## src/include/sdp_macros.svh

```systemverilog
/*
 Build-time constants of the sigma-delta front end
 Channel count, modulator clock divider, decimation ratios, widths
*/
`ifndef SDP_MACROS_SVH
`define SDP_MACROS_SVH

// Number of modulator channels
`define SDP_N_CHANNELS 2

// System clock cycles per modulator clock period
`define SDP_SD_DIV 4

// Main decimation ratio, feeds the output stream
`define SDP_MAIN_RATIO 16

// Fast decimation ratio for the fault comparators
`define SDP_CMP_RATIO 8

// Output sample width, signed
`define SDP_SAMPLE_W 16

// Register file address width
`define SDP_REG_ADDR_W 8

`endif
```

## src/hdl/sdp_pkg.sv

```systemverilog
/*
 Shared types of the sigma-delta front end
 Tagged output sample, register write bundle, per-channel fault mask
*/
`include "sdp_macros.svh"

package sdp_pkg;

    // Channel tag width, at least one bit
    localparam int CH_W = (`SDP_N_CHANNELS > 1) ? $clog2(`SDP_N_CHANNELS) : 1;

    // Register data word width
    localparam int REG_DATA_W = 32;

    // One tagged sample of the output stream
    typedef struct packed {
        logic [CH_W-1:0]                 channel;
        logic signed [`SDP_SAMPLE_W-1:0] data;
    } sample_t;

    // Register write, taken when strobe is high
    typedef struct packed {
        logic                         strobe;
        logic [`SDP_REG_ADDR_W-1:0]   addr;
        logic signed [REG_DATA_W-1:0] data;
    } reg_write_t;

    // One flag per channel
    typedef logic [`SDP_N_CHANNELS-1:0] channel_mask_t;

endpackage

```

## src/hdl/sigma_delta_processor.sv

```systemverilog
/*
 Multi-channel sigma-delta acquisition front end, top level
 Clock generator, registers, main and comparator decimators, faults, output
*/
`include "sdp_macros.svh"

module sigma_delta_processor import sdp_pkg::*; (
    input  logic                       clock,
    input  logic                       rst,
    input  logic [`SDP_N_CHANNELS-1:0] data_in,
    input  logic                       sync,
    input  reg_write_t                 reg_wr,
    output logic                       clock_out,
    output sample_t                    data_out,
    output logic                       data_valid,
    output channel_mask_t              channel_faults,
    output logic                       combined_fault
);

    logic bit_strobe;
    logic main_strobe;
    logic cmp_strobe;

    logic signed [REG_DATA_W-1:0]    low_thresholds [`SDP_N_CHANNELS];
    logic signed [REG_DATA_W-1:0]    high_thresholds [`SDP_N_CHANNELS];
    logic signed [REG_DATA_W-1:0]    offsets [`SDP_N_CHANNELS];

    logic signed [`SDP_SAMPLE_W-1:0] main_samples [`SDP_N_CHANNELS];
    logic signed [`SDP_SAMPLE_W-1:0] cmp_samples [`SDP_N_CHANNELS];
    logic [`SDP_N_CHANNELS-1:0]      main_valid;
    logic [`SDP_N_CHANNELS-1:0]      cmp_valid;

    ////////////////////////////////////////////////////////////////////////////
    // Control

    sd_clock_gen sd_clock_gen_inst (
        .clock       (clock),
        .rst         (rst),
        .sync        (sync),
        .clock_out   (clock_out),
        .bit_strobe  (bit_strobe),
        .main_strobe (main_strobe),
        .cmp_strobe  (cmp_strobe)
    );

    sdp_registers sdp_registers_inst (
        .clock           (clock),
        .rst             (rst),
        .reg_wr          (reg_wr),
        .low_thresholds  (low_thresholds),
        .high_thresholds (high_thresholds),
        .offsets         (offsets)
    );

    ////////////////////////////////////////////////////////////////////////////
    // Filters, two decimators per channel

    for (genvar i = 0; i < `SDP_N_CHANNELS; i++) begin : g_channel
        sinc3_decimator #(
            .RATIO (`SDP_MAIN_RATIO)
        ) main_decimator_inst (
            .clock      (clock),
            .rst        (rst),
            .bit_strobe (bit_strobe),
            .dec_strobe (main_strobe),
            .bit_in     (data_in[i]),
            .offset     (offsets[i]),
            .sample     (main_samples[i]),
            .out_valid  (main_valid[i])
        );

        // Comparator path runs uncorrected
        sinc3_decimator #(
            .RATIO (`SDP_CMP_RATIO)
        ) cmp_decimator_inst (
            .clock      (clock),
            .rst        (rst),
            .bit_strobe (bit_strobe),
            .dec_strobe (cmp_strobe),
            .bit_in     (data_in[i]),
            .offset     (32'sd0),
            .sample     (cmp_samples[i]),
            .out_valid  (cmp_valid[i])
        );
    end

    ////////////////////////////////////////////////////////////////////////////
    // Faults and output stream

    // All channels share the strobes, so valids line up
    fault_comparators fault_comparators_inst (
        .clock           (clock),
        .rst             (rst),
        .samples         (cmp_samples),
        .sample_valid    (&cmp_valid),
        .low_thresholds  (low_thresholds),
        .high_thresholds (high_thresholds),
        .channel_faults  (channel_faults),
        .combined_fault  (combined_fault)
    );

    sample_combiner sample_combiner_inst (
        .clock         (clock),
        .rst           (rst),
        .samples       (main_samples),
        .samples_valid (&main_valid),
        .data_out      (data_out),
        .data_valid    (data_valid)
    );

endmodule

```

## src/hdl/sdp_registers.sv

```systemverilog
/*
 Threshold and offset register file
 Three banks of N words, written by a strobe, no read-back
*/
`include "sdp_macros.svh"

module sdp_registers import sdp_pkg::*; (
    input  logic                         clock,
    input  logic                         rst,
    input  reg_write_t                   reg_wr,
    output logic signed [REG_DATA_W-1:0] low_thresholds [`SDP_N_CHANNELS],
    output logic signed [REG_DATA_W-1:0] high_thresholds [`SDP_N_CHANNELS],
    output logic signed [REG_DATA_W-1:0] offsets [`SDP_N_CHANNELS]
);

    localparam int N = `SDP_N_CHANNELS;

    // Bank base at 0, N and 2N; other addresses fall through
    always_ff @(posedge clock) begin
        if (rst) begin
            for (int i = 0; i < N; i++) begin
                low_thresholds[i]  <= '0;
                high_thresholds[i] <= '0;
                offsets[i]         <= '0;
            end
        end else if (reg_wr.strobe) begin
            for (int i = 0; i < N; i++) begin
                if (reg_wr.addr == `SDP_REG_ADDR_W'(i)) begin
                    low_thresholds[i] <= reg_wr.data;
                end
                if (reg_wr.addr == `SDP_REG_ADDR_W'(N + i)) begin
                    high_thresholds[i] <= reg_wr.data;
                end
                if (reg_wr.addr == `SDP_REG_ADDR_W'(2 * N + i)) begin
                    offsets[i] <= reg_wr.data;
                end
            end
        end
    end

endmodule

```

## src/hdl/sample_combiner.sv

```systemverilog
/*
 Output serializer
 Captures all channel samples at once, emits them tagged, one per cycle
*/
`include "sdp_macros.svh"

module sample_combiner import sdp_pkg::*; (
    input  logic                            clock,
    input  logic                            rst,
    input  logic signed [`SDP_SAMPLE_W-1:0] samples [`SDP_N_CHANNELS],
    input  logic                            samples_valid,
    output sample_t                         data_out,
    output logic                            data_valid
);

    logic signed [`SDP_SAMPLE_W-1:0] capture [`SDP_N_CHANNELS];
    logic                            busy;
    logic [CH_W-1:0]                 idx;

    // Snapshot of all channels
    always_ff @(posedge clock) begin
        if (samples_valid) begin
            capture <= samples;
        end
    end

    // Burst control, N cycles starting the cycle after capture
    always_ff @(posedge clock) begin
        if (rst) begin
            busy <= 1'b0;
            idx  <= '0;
        end else if (samples_valid) begin
            busy <= 1'b1;
            idx  <= '0;
        end else if (busy) begin
            if (idx == CH_W'(`SDP_N_CHANNELS - 1)) begin
                busy <= 1'b0;
                idx  <= '0;
            end else begin
                idx <= idx + 1'b1;
            end
        end
    end

    // Tag follows the index
    assign data_out.channel = idx;
    assign data_out.data    = capture[idx];
    assign data_valid       = busy;

endmodule

```

## src/hdl/fault_comparators.sv

```systemverilog
/*
 Over-range and under-range fault comparators
 Registered per-channel flags and their OR
*/
`include "sdp_macros.svh"

module fault_comparators import sdp_pkg::*; (
    input  logic                            clock,
    input  logic                            rst,
    input  logic signed [`SDP_SAMPLE_W-1:0] samples [`SDP_N_CHANNELS],
    input  logic                            sample_valid,
    input  logic signed [REG_DATA_W-1:0]    low_thresholds [`SDP_N_CHANNELS],
    input  logic signed [REG_DATA_W-1:0]    high_thresholds [`SDP_N_CHANNELS],
    output channel_mask_t                   channel_faults,
    output logic                            combined_fault
);

    channel_mask_t faults_next;

    // Outside the window on either side
    always_comb begin
        for (int i = 0; i < `SDP_N_CHANNELS; i++) begin
            faults_next[i] = (REG_DATA_W'(samples[i]) > high_thresholds[i]) ||
                             (REG_DATA_W'(samples[i]) < low_thresholds[i]);
        end
    end

    // Flags and their OR move together, once per comparator sample
    always_ff @(posedge clock) begin
        if (rst) begin
            channel_faults <= '0;
            combined_fault <= 1'b0;
        end else if (sample_valid) begin
            channel_faults <= faults_next;
            combined_fault <= |faults_next;
        end
    end

endmodule

```

## src/hdl/sinc3_decimator.sv

```systemverilog
/*
 Third-order CIC (sinc3) decimator for one 1-bit stream
 Centering, offset correction, saturation, output valid
*/
`include "sdp_macros.svh"

module sinc3_decimator #(
    parameter int RATIO = 16
) (
    input  logic                            clock,
    input  logic                            rst,
    input  logic                            bit_strobe,
    input  logic                            dec_strobe,
    input  logic                            bit_in,
    input  logic signed [31:0]              offset,
    output logic signed [`SDP_SAMPLE_W-1:0] sample,
    output logic                            out_valid
);

    // Filter width holds R^3 without overflow
    localparam int W    = 3 * $clog2(RATIO) + 1;
    localparam int CUBE = RATIO * RATIO * RATIO;
    // Centering arithmetic width, room for the full offset range
    localparam int CW   = 34;
    localparam int SMAX = 2 ** (`SDP_SAMPLE_W - 1) - 1;
    localparam int SMIN = -(2 ** (`SDP_SAMPLE_W - 1));

    logic [W-1:0] integ1;
    logic [W-1:0] integ2;
    logic [W-1:0] integ3;
    logic [W-1:0] integ3_d;
    logic [W-1:0] comb1;
    logic [W-1:0] comb1_d;
    logic [W-1:0] comb2;
    logic [W-1:0] comb2_d;
    logic [W-1:0] comb3;

    logic signed [CW-1:0] raw_ext;
    logic signed [CW-1:0] offset_ext;
    logic signed [CW-1:0] centered;

    ////////////////////////////////////////////////////////////////////////////
    // Integrators at the bit rate, wrapping

    always_ff @(posedge clock) begin
        if (rst) begin
            integ1 <= '0;
            integ2 <= '0;
            integ3 <= '0;
        end else if (bit_strobe) begin
            integ1 <= integ1 + W'(bit_in);
            integ2 <= integ2 + integ1;
            integ3 <= integ3 + integ2;
        end
    end

    ////////////////////////////////////////////////////////////////////////////
    // Combs at the decimated rate

    // Differences against the previous decimation point
    assign comb1 = integ3 - integ3_d;
    assign comb2 = comb1 - comb1_d;
    assign comb3 = comb2 - comb2_d;

    always_ff @(posedge clock) begin
        if (rst) begin
            integ3_d <= '0;
            comb1_d  <= '0;
            comb2_d  <= '0;
        end else if (dec_strobe) begin
            integ3_d <= integ3;
            comb1_d  <= comb1;
            comb2_d  <= comb2;
        end
    end

    // Raw value is unsigned, 0 to R^3
    assign raw_ext    = CW'($signed({1'b0, comb3}));
    assign offset_ext = CW'(offset);
    assign centered   = raw_ext - CW'(CUBE / 2) - offset_ext;

    // Saturate and register the result
    always_ff @(posedge clock) begin
        if (dec_strobe) begin
            if (centered > CW'(SMAX)) begin
                sample <= `SDP_SAMPLE_W'(SMAX);
            end else if (centered < CW'(SMIN)) begin
                sample <= `SDP_SAMPLE_W'(SMIN);
            end else begin
                sample <= centered[`SDP_SAMPLE_W-1:0];
            end
        end
    end

    always_ff @(posedge clock) begin
        if (rst) begin
            out_valid <= 1'b0;
        end else begin
            out_valid <= dec_strobe;
        end
    end

endmodule

```

## src/hdl/sd_clock_gen.sv

```systemverilog
/*
 Modulator clock generator
 Bit sampling strobe and both decimation strobes
*/
`include "sdp_macros.svh"

module sd_clock_gen (
    input  logic clock,
    input  logic rst,
    input  logic sync,
    output logic clock_out,
    output logic bit_strobe,
    output logic main_strobe,
    output logic cmp_strobe
);

    localparam int DIV_W  = $clog2(`SDP_SD_DIV);
    localparam int MAIN_W = $clog2(`SDP_MAIN_RATIO);
    localparam int CMP_W  = $clog2(`SDP_CMP_RATIO);

    logic [DIV_W-1:0]  div;
    logic [MAIN_W-1:0] main_cnt;
    logic [CMP_W-1:0]  cmp_cnt;

    // Modulator clock divider, second half of the count is the high phase
    always_ff @(posedge clock) begin
        if (rst) begin
            div <= '0;
        end else if (div == DIV_W'(`SDP_SD_DIV - 1)) begin
            div <= '0;
        end else begin
            div <= div + 1'b1;
        end
    end

    assign clock_out  = (div >= DIV_W'(`SDP_SD_DIV / 2));
    // First cycle of the high phase
    assign bit_strobe = (div == DIV_W'(`SDP_SD_DIV / 2));

    // Decimation points on the last bit of each block
    assign main_strobe = bit_strobe && (main_cnt == MAIN_W'(`SDP_MAIN_RATIO - 1));
    assign cmp_strobe  = bit_strobe && (cmp_cnt == CMP_W'(`SDP_CMP_RATIO - 1));

    // Main bit counter, realigned by sync
    always_ff @(posedge clock) begin
        if (rst || sync) begin
            main_cnt <= '0;
        end else if (main_strobe) begin
            main_cnt <= '0;
        end else if (bit_strobe) begin
            main_cnt <= main_cnt + 1'b1;
        end
    end

    // Comparator bit counter, free running
    always_ff @(posedge clock) begin
        if (rst) begin
            cmp_cnt <= '0;
        end else if (cmp_strobe) begin
            cmp_cnt <= '0;
        end else if (bit_strobe) begin
            cmp_cnt <= cmp_cnt + 1'b1;
        end
    end

endmodule

```

## config.mk

```make
export PLATFORM = sky130hd
export DESIGN_NAME = sigma_delta_processor
export DESIGN_NICKNAME = d
export VERILOG_FILES = /design/src/hdl/sdp_pkg.sv /design/src/hdl/sigma_delta_processor.sv /design/src/hdl/sdp_registers.sv /design/src/hdl/sample_combiner.sv /design/src/hdl/fault_comparators.sv /design/src/hdl/sinc3_decimator.sv /design/src/hdl/sd_clock_gen.sv
export VERILOG_INCLUDE_DIRS = /design/src /design/src/include
export SDC_FILE = /design/constraint.sdc
export NUM_CORES = 2
export LEC_CHECK = 0
export BUFFER_PORTS_ARGS = -buffer_cell sky130_fd_sc_hd__buf_4
export CORE_MARGIN = 3
export CORE_UTILIZATION = 35
export CTS_BUF_LIST = sky130_fd_sc_hd__clkbuf_16
export DETAILED_ROUTE_END_ITERATION = 8
export PLACE_DENSITY_LB_ADDON = 0.2
export SYNTH_ARGS = -nofsm -noshare
export SYNTH_HDL_FRONTEND = slang
export SYNTH_SLANG_ARGS = --single-unit
```

## constraint.sdc

```tcl
create_clock -name clock -period 8 [get_ports clock]
set_clock_uncertainty 0.05 [all_clocks]
set_input_delay 1.6 -clock clock [delete_from_list [all_inputs] [get_ports clock]]
set_output_delay 1.6 -clock clock [all_outputs]
set_load 0.01 [all_outputs]
```

==> summary.md <==
| Metric | Value |
|---|---|
| Status | finished, violations left |
| Failing checks | setup timing |
| Footprint of the flip-flops and latches | 12300 um^2 |
| Clock tree root driver cell | sky130_fd_sc_hd__clkbuf_16 |
| Filler cell count | 10313 |
| Proportion of synthesized chip area in sequential cells | 33.8% |
| Number of distinct standard cells referenced by the synthesized netlist | 95 |
| Depth of the critical timing path with buffers and inverters included | 40 |
| Initial standard-cell utilization of the core | 35.5% |
| Count of endpoints failing setup in the final report | 2 |
| Die Footprint | 108000 um^2 |
| Iteration-0 DRC count of the detailed router | 1501 |
| Count of port buffers added during placement | 67 |
| Cell type of the slowest stage on the worst timing path | sky130_fd_sc_hd__fa_2 |
| Per-cell routed wire length | 13.9 um |
| Largest delay contributor family on the critical path | compound AO/OA/AOI/OAI gates |
| Worst reg2reg startpoint | g_channel[0].main_decimator_inst.integ3[0] |
| FF-to-FF setup slack | -0.04 ns |
| Number of enable flip-flop cells after synthesis | 86 |
| Number of nets with antenna violations after detailed routing | 0 |
| Peak Freq | 0.124 GHz |
| Clk network pwr share | 15.5% |
| Total congestion overflow | 0 |
| Warning count from the yosys run | 0 |
| Area growth from synthesis to layout | 18.4% |
| Number of clock sinks | 570 |
| Slowest stage delay, CP | 0.55 ns |
| Number of cells traversed by the worst register-to-register path | 40 |
| Hold_buf cts | 0 |
| Net count after synthesis | 5049 |
| Total inserted antenna cells | 0 |
| Cell count after synthesis | 4582 |
| Data required time of the critical path | 8.40 ns |
| Post-Route Utilization | 42.0% |
| Antenna violations before repair | 0 |
| Most frequently used flop master after synthesis | sky130_fd_sc_hd__dfxtp_1 |
| Share of power burned in combinational logic | 68.6% |
| Vias in the first global route | 28713 |
| Setup repair after global routing missed its margin | true |
| Mean cell area of the mapped netlist | 7.93 um^2 |
| Terminus of the critical flop-to-flop path | g_channel[0].main_decimator_inst.sample[3] |
| Sw Ratio | 42.6% |
| All-layer global routing usage | 15.8% |
| Final critical-path required period | 8.04 ns |
| P_sw | 8450 uW |
| Share of layout cells above drive strength 1 | 13.0% |
| Pre-CTS WS | -0.494 ns |
| Maximum Capacitance Violations | 0 |
| Core outline area | 102000 um^2 |
| Clock tree from TritonCTS | done |
| Crit end category | flop |
| Worst hold margin | 0.373 ns |
| Largest net degree at the start of global routing | 206 |
| Critical-path maximum fanout | 8 |
| Placer congestion estimate | 0.835 |
| Maximum vdd drop | 487 uV |
| Crit share post-route | 101% |
| Critical path's most frequent cell | sky130_fd_sc_hd__ha_4 |
| Max-slew violations | 0 |
| Clock transition at the register clock pins on the worst setup and hold paths after CTS | 0.06 ns |
| Die span in x | 328 um |
| CTS buffer count | 72 |
| Post-synthesis instance area | 36300 um^2 |
| Die Y | 328 um |
| Worst slew pin tran | 1.11 ns |
| Iteration count of the initial detailed-routing pass | 5 |
| Cell area power density | 462 nW/um^2 |
| Min setup slack post-route | -0.0402 ns |
| Endpoints failing hold | 0 |
| Share of Yosys cell area claimed by the top area cell type | 26.7% |
| Wire length of the first global-routing pass | 142000 um |
| Cell with the most instances after synthesis | sky130_fd_sc_hd__nand2_1 |
| Vias | 30157 |
| Cells taking the most area after synthesis | sky130_fd_sc_hd__dfxtp_1 27%, sky130_fd_sc_hd__ha_1 14%, sky130_fd_sc_hd__a21oi_1 8.1% |
| FF+latch count, synth | 570 |
| Number of placement rows | 117 |
| Signal arrival time at the worst endpoint | 8.44 ns |
| Worst Setup SP | g_channel[0].main_decimator_inst.integ3[0] |
| Number of buffer and inverter stages on the critical path | 6 |
| Worst min-delay path class | reg -> reg |
| Internal Power | 11400 uW |
| Max-Slew Margin vs Limit | 26.1% |
| Leakage | 0.0162 uW |
| DRC errors left | 0 |
| Sum of net half-perimeters after detailed placement | 60300 um |
| Most frequent cells after synthesis | 766 x sky130_fd_sc_hd__nand2_1, 590 x sky130_fd_sc_hd__a21oi_1, 484 x sky130_fd_sc_hd__dfxtp_1 |
| Type of origin of the critical path | flop |
| Nets@finish | 5259 |
| Leading area contributor after synthesis | sky130_fd_sc_hd__dfxtp_1 |
| Type of the worst setup path | reg -> reg |
| Synth async-reset ratio | 0% |
| Post-DR vias/cell | 4.85 |
| Multi-input logic area | 22500 um^2 |
| Sequential cell fraction of total power | 15.9% |
| Capture point of the critical path | g_channel[0].main_decimator_inst.sample[3] |
| Number of H-tree levels | 3 |
| Buffer levels on the longest clock path | 3 |
| Insertion delay to the later sink of the worst-skew pair | 0.63 ns |
| Total detailed-routing wirelength | 86200 um |
| Number of top-level design ports | 68 |
registers in the layout (all words and copies together), names as in the netlist, 32 cells and up:
register / count
g_channel.main_decimator_inst.sample: 32
sdp_registers_inst.high_thresholds: 64
sdp_registers_inst.low_thresholds: 64
sample_combiner_inst.capture: 32
sdp_registers_inst.offsets: 64
routing by layer:
| layer | vias up | wire, um | share of wire, % | GRT usage [%] |
|---|---|---|---|---|
| met5 | - | 0 | 0 | 0 |
| met3 | 114 | 3190 | 3.7 | 2.08 |
| met2 | 384 | 41300 | 48 | 27.6 |
| met1 | 13679 | 39700 | 46 | 20.0 |
| met4 | 0 | 2090 | 2.4 | 4.93 |
| li1 | 15980 | - | - | - |
through the flow:
step	TNS (ns)	instance area [um^2]	cells	total power (uW)
after global routing	-12.34	43000	6218	21400
final	-0.0691	43000	6218	19900
after global placement	-8.15	39600	6042	14900
after detailed placement	-9.72	39600	6042	15000
after CTS	-1.53	42300	6205	19000
after floorplan	0	36400	4582	11200
what timing repair did:
item	CTS	global route
pin swaps	81	79
endpoints found under the hold margin	0	0
buffers inserted	29	14
cloned	2	1
gates resized for setup	77	105
endpoints found under the setup margin	30	32
power by group through the flow:
| stage | registers [uW] | clock network, uW | logic (uW) |
|---|---|---|---|
| 2_1_floorplan | 3210 | 0 | 7980 |
| 3_3_place_gp | 3210 | 0 | 11700 |
| 3_5_place_dp | 3220 | 0 | 11700 |
| 4_1_cts | 3150 | 3200 | 12700 |
| 5_1_grt | 3150 | 3320 | 14900 |
| 6_report | 3150 | 3080 | 13600 |
worst min path at each step:
stage / startpoint / end / slack (ns) / cells after the start
after floorplan: g_channel[1].main_decimator_inst.sample[0] / sample_combiner_inst.capture[0] / 0.35 / 0
after global placement: g_channel[0].main_decimator_inst.sample[1] / sample_combiner_inst.capture[17] / 0.36 / 0
after detailed placement: g_channel[0].main_decimator_inst.sample[1] / sample_combiner_inst.capture[17] / 0.36 / 0
after CTS: g_channel[0].main_decimator_inst.sample[1] / sample_combiner_inst.capture[17] / 0.38 / 0
after global routing: g_channel[0].main_decimator_inst.sample[1] / sample_combiner_inst.capture[17] / 0.39 / 0
final: g_channel[0].main_decimator_inst.sample[1] / sample_combiner_inst.capture[17] / 0.37 / 0
cells in the final DEF, fill, tap and decap left out, drive strengths merged, types with 11 or more instances in the layout:
master  count
nand2     766
a21oi     593
dfxtp     484
inv       470
ha        399
nor2      368
buf       323
o21ai     190
xnor2     165
xor2       89
edfxtp     86
a21o       84
clkbuf     74
nor2b      62
nand4      55
nor3       52
nand2b     47
o21a       46
clkinv     43
a211oi     40
nand3      37
mux2i      34
o21bai     33
and3       26
fa         22
a21boi     22
mux2       18
or3        18
a31oi      18
nand3b     17
o211ai     13
o31a       11
cell families (layout without fill, tap and decap cells):
kind of cell	Yosys count	count (layout)	share of synthesized area [%]
buffers and inverters	645	913	6.74
AO/OA/AOI/OAI	1148	1148	19.0
XOR/XNOR	255	255	6.21
multiplexers	52	52	1.50
AND/OR/NAND/NOR	1491	1491	17.8
adder cells (fa/ha/maj)	421	421	15.0
flip-flops	570	570	33.8
final cells by class:
cell class,instances,share of cell area (%)
clock buffers,73,4.25
flip-flops and latches,570,28.6
repair buffers,324,5.90
multi-input cells,3367,52.4
clock inverters,59,0.940
inverters,457,4.02
well taps,1368,3.98
(Power assumes the default switching activity.)
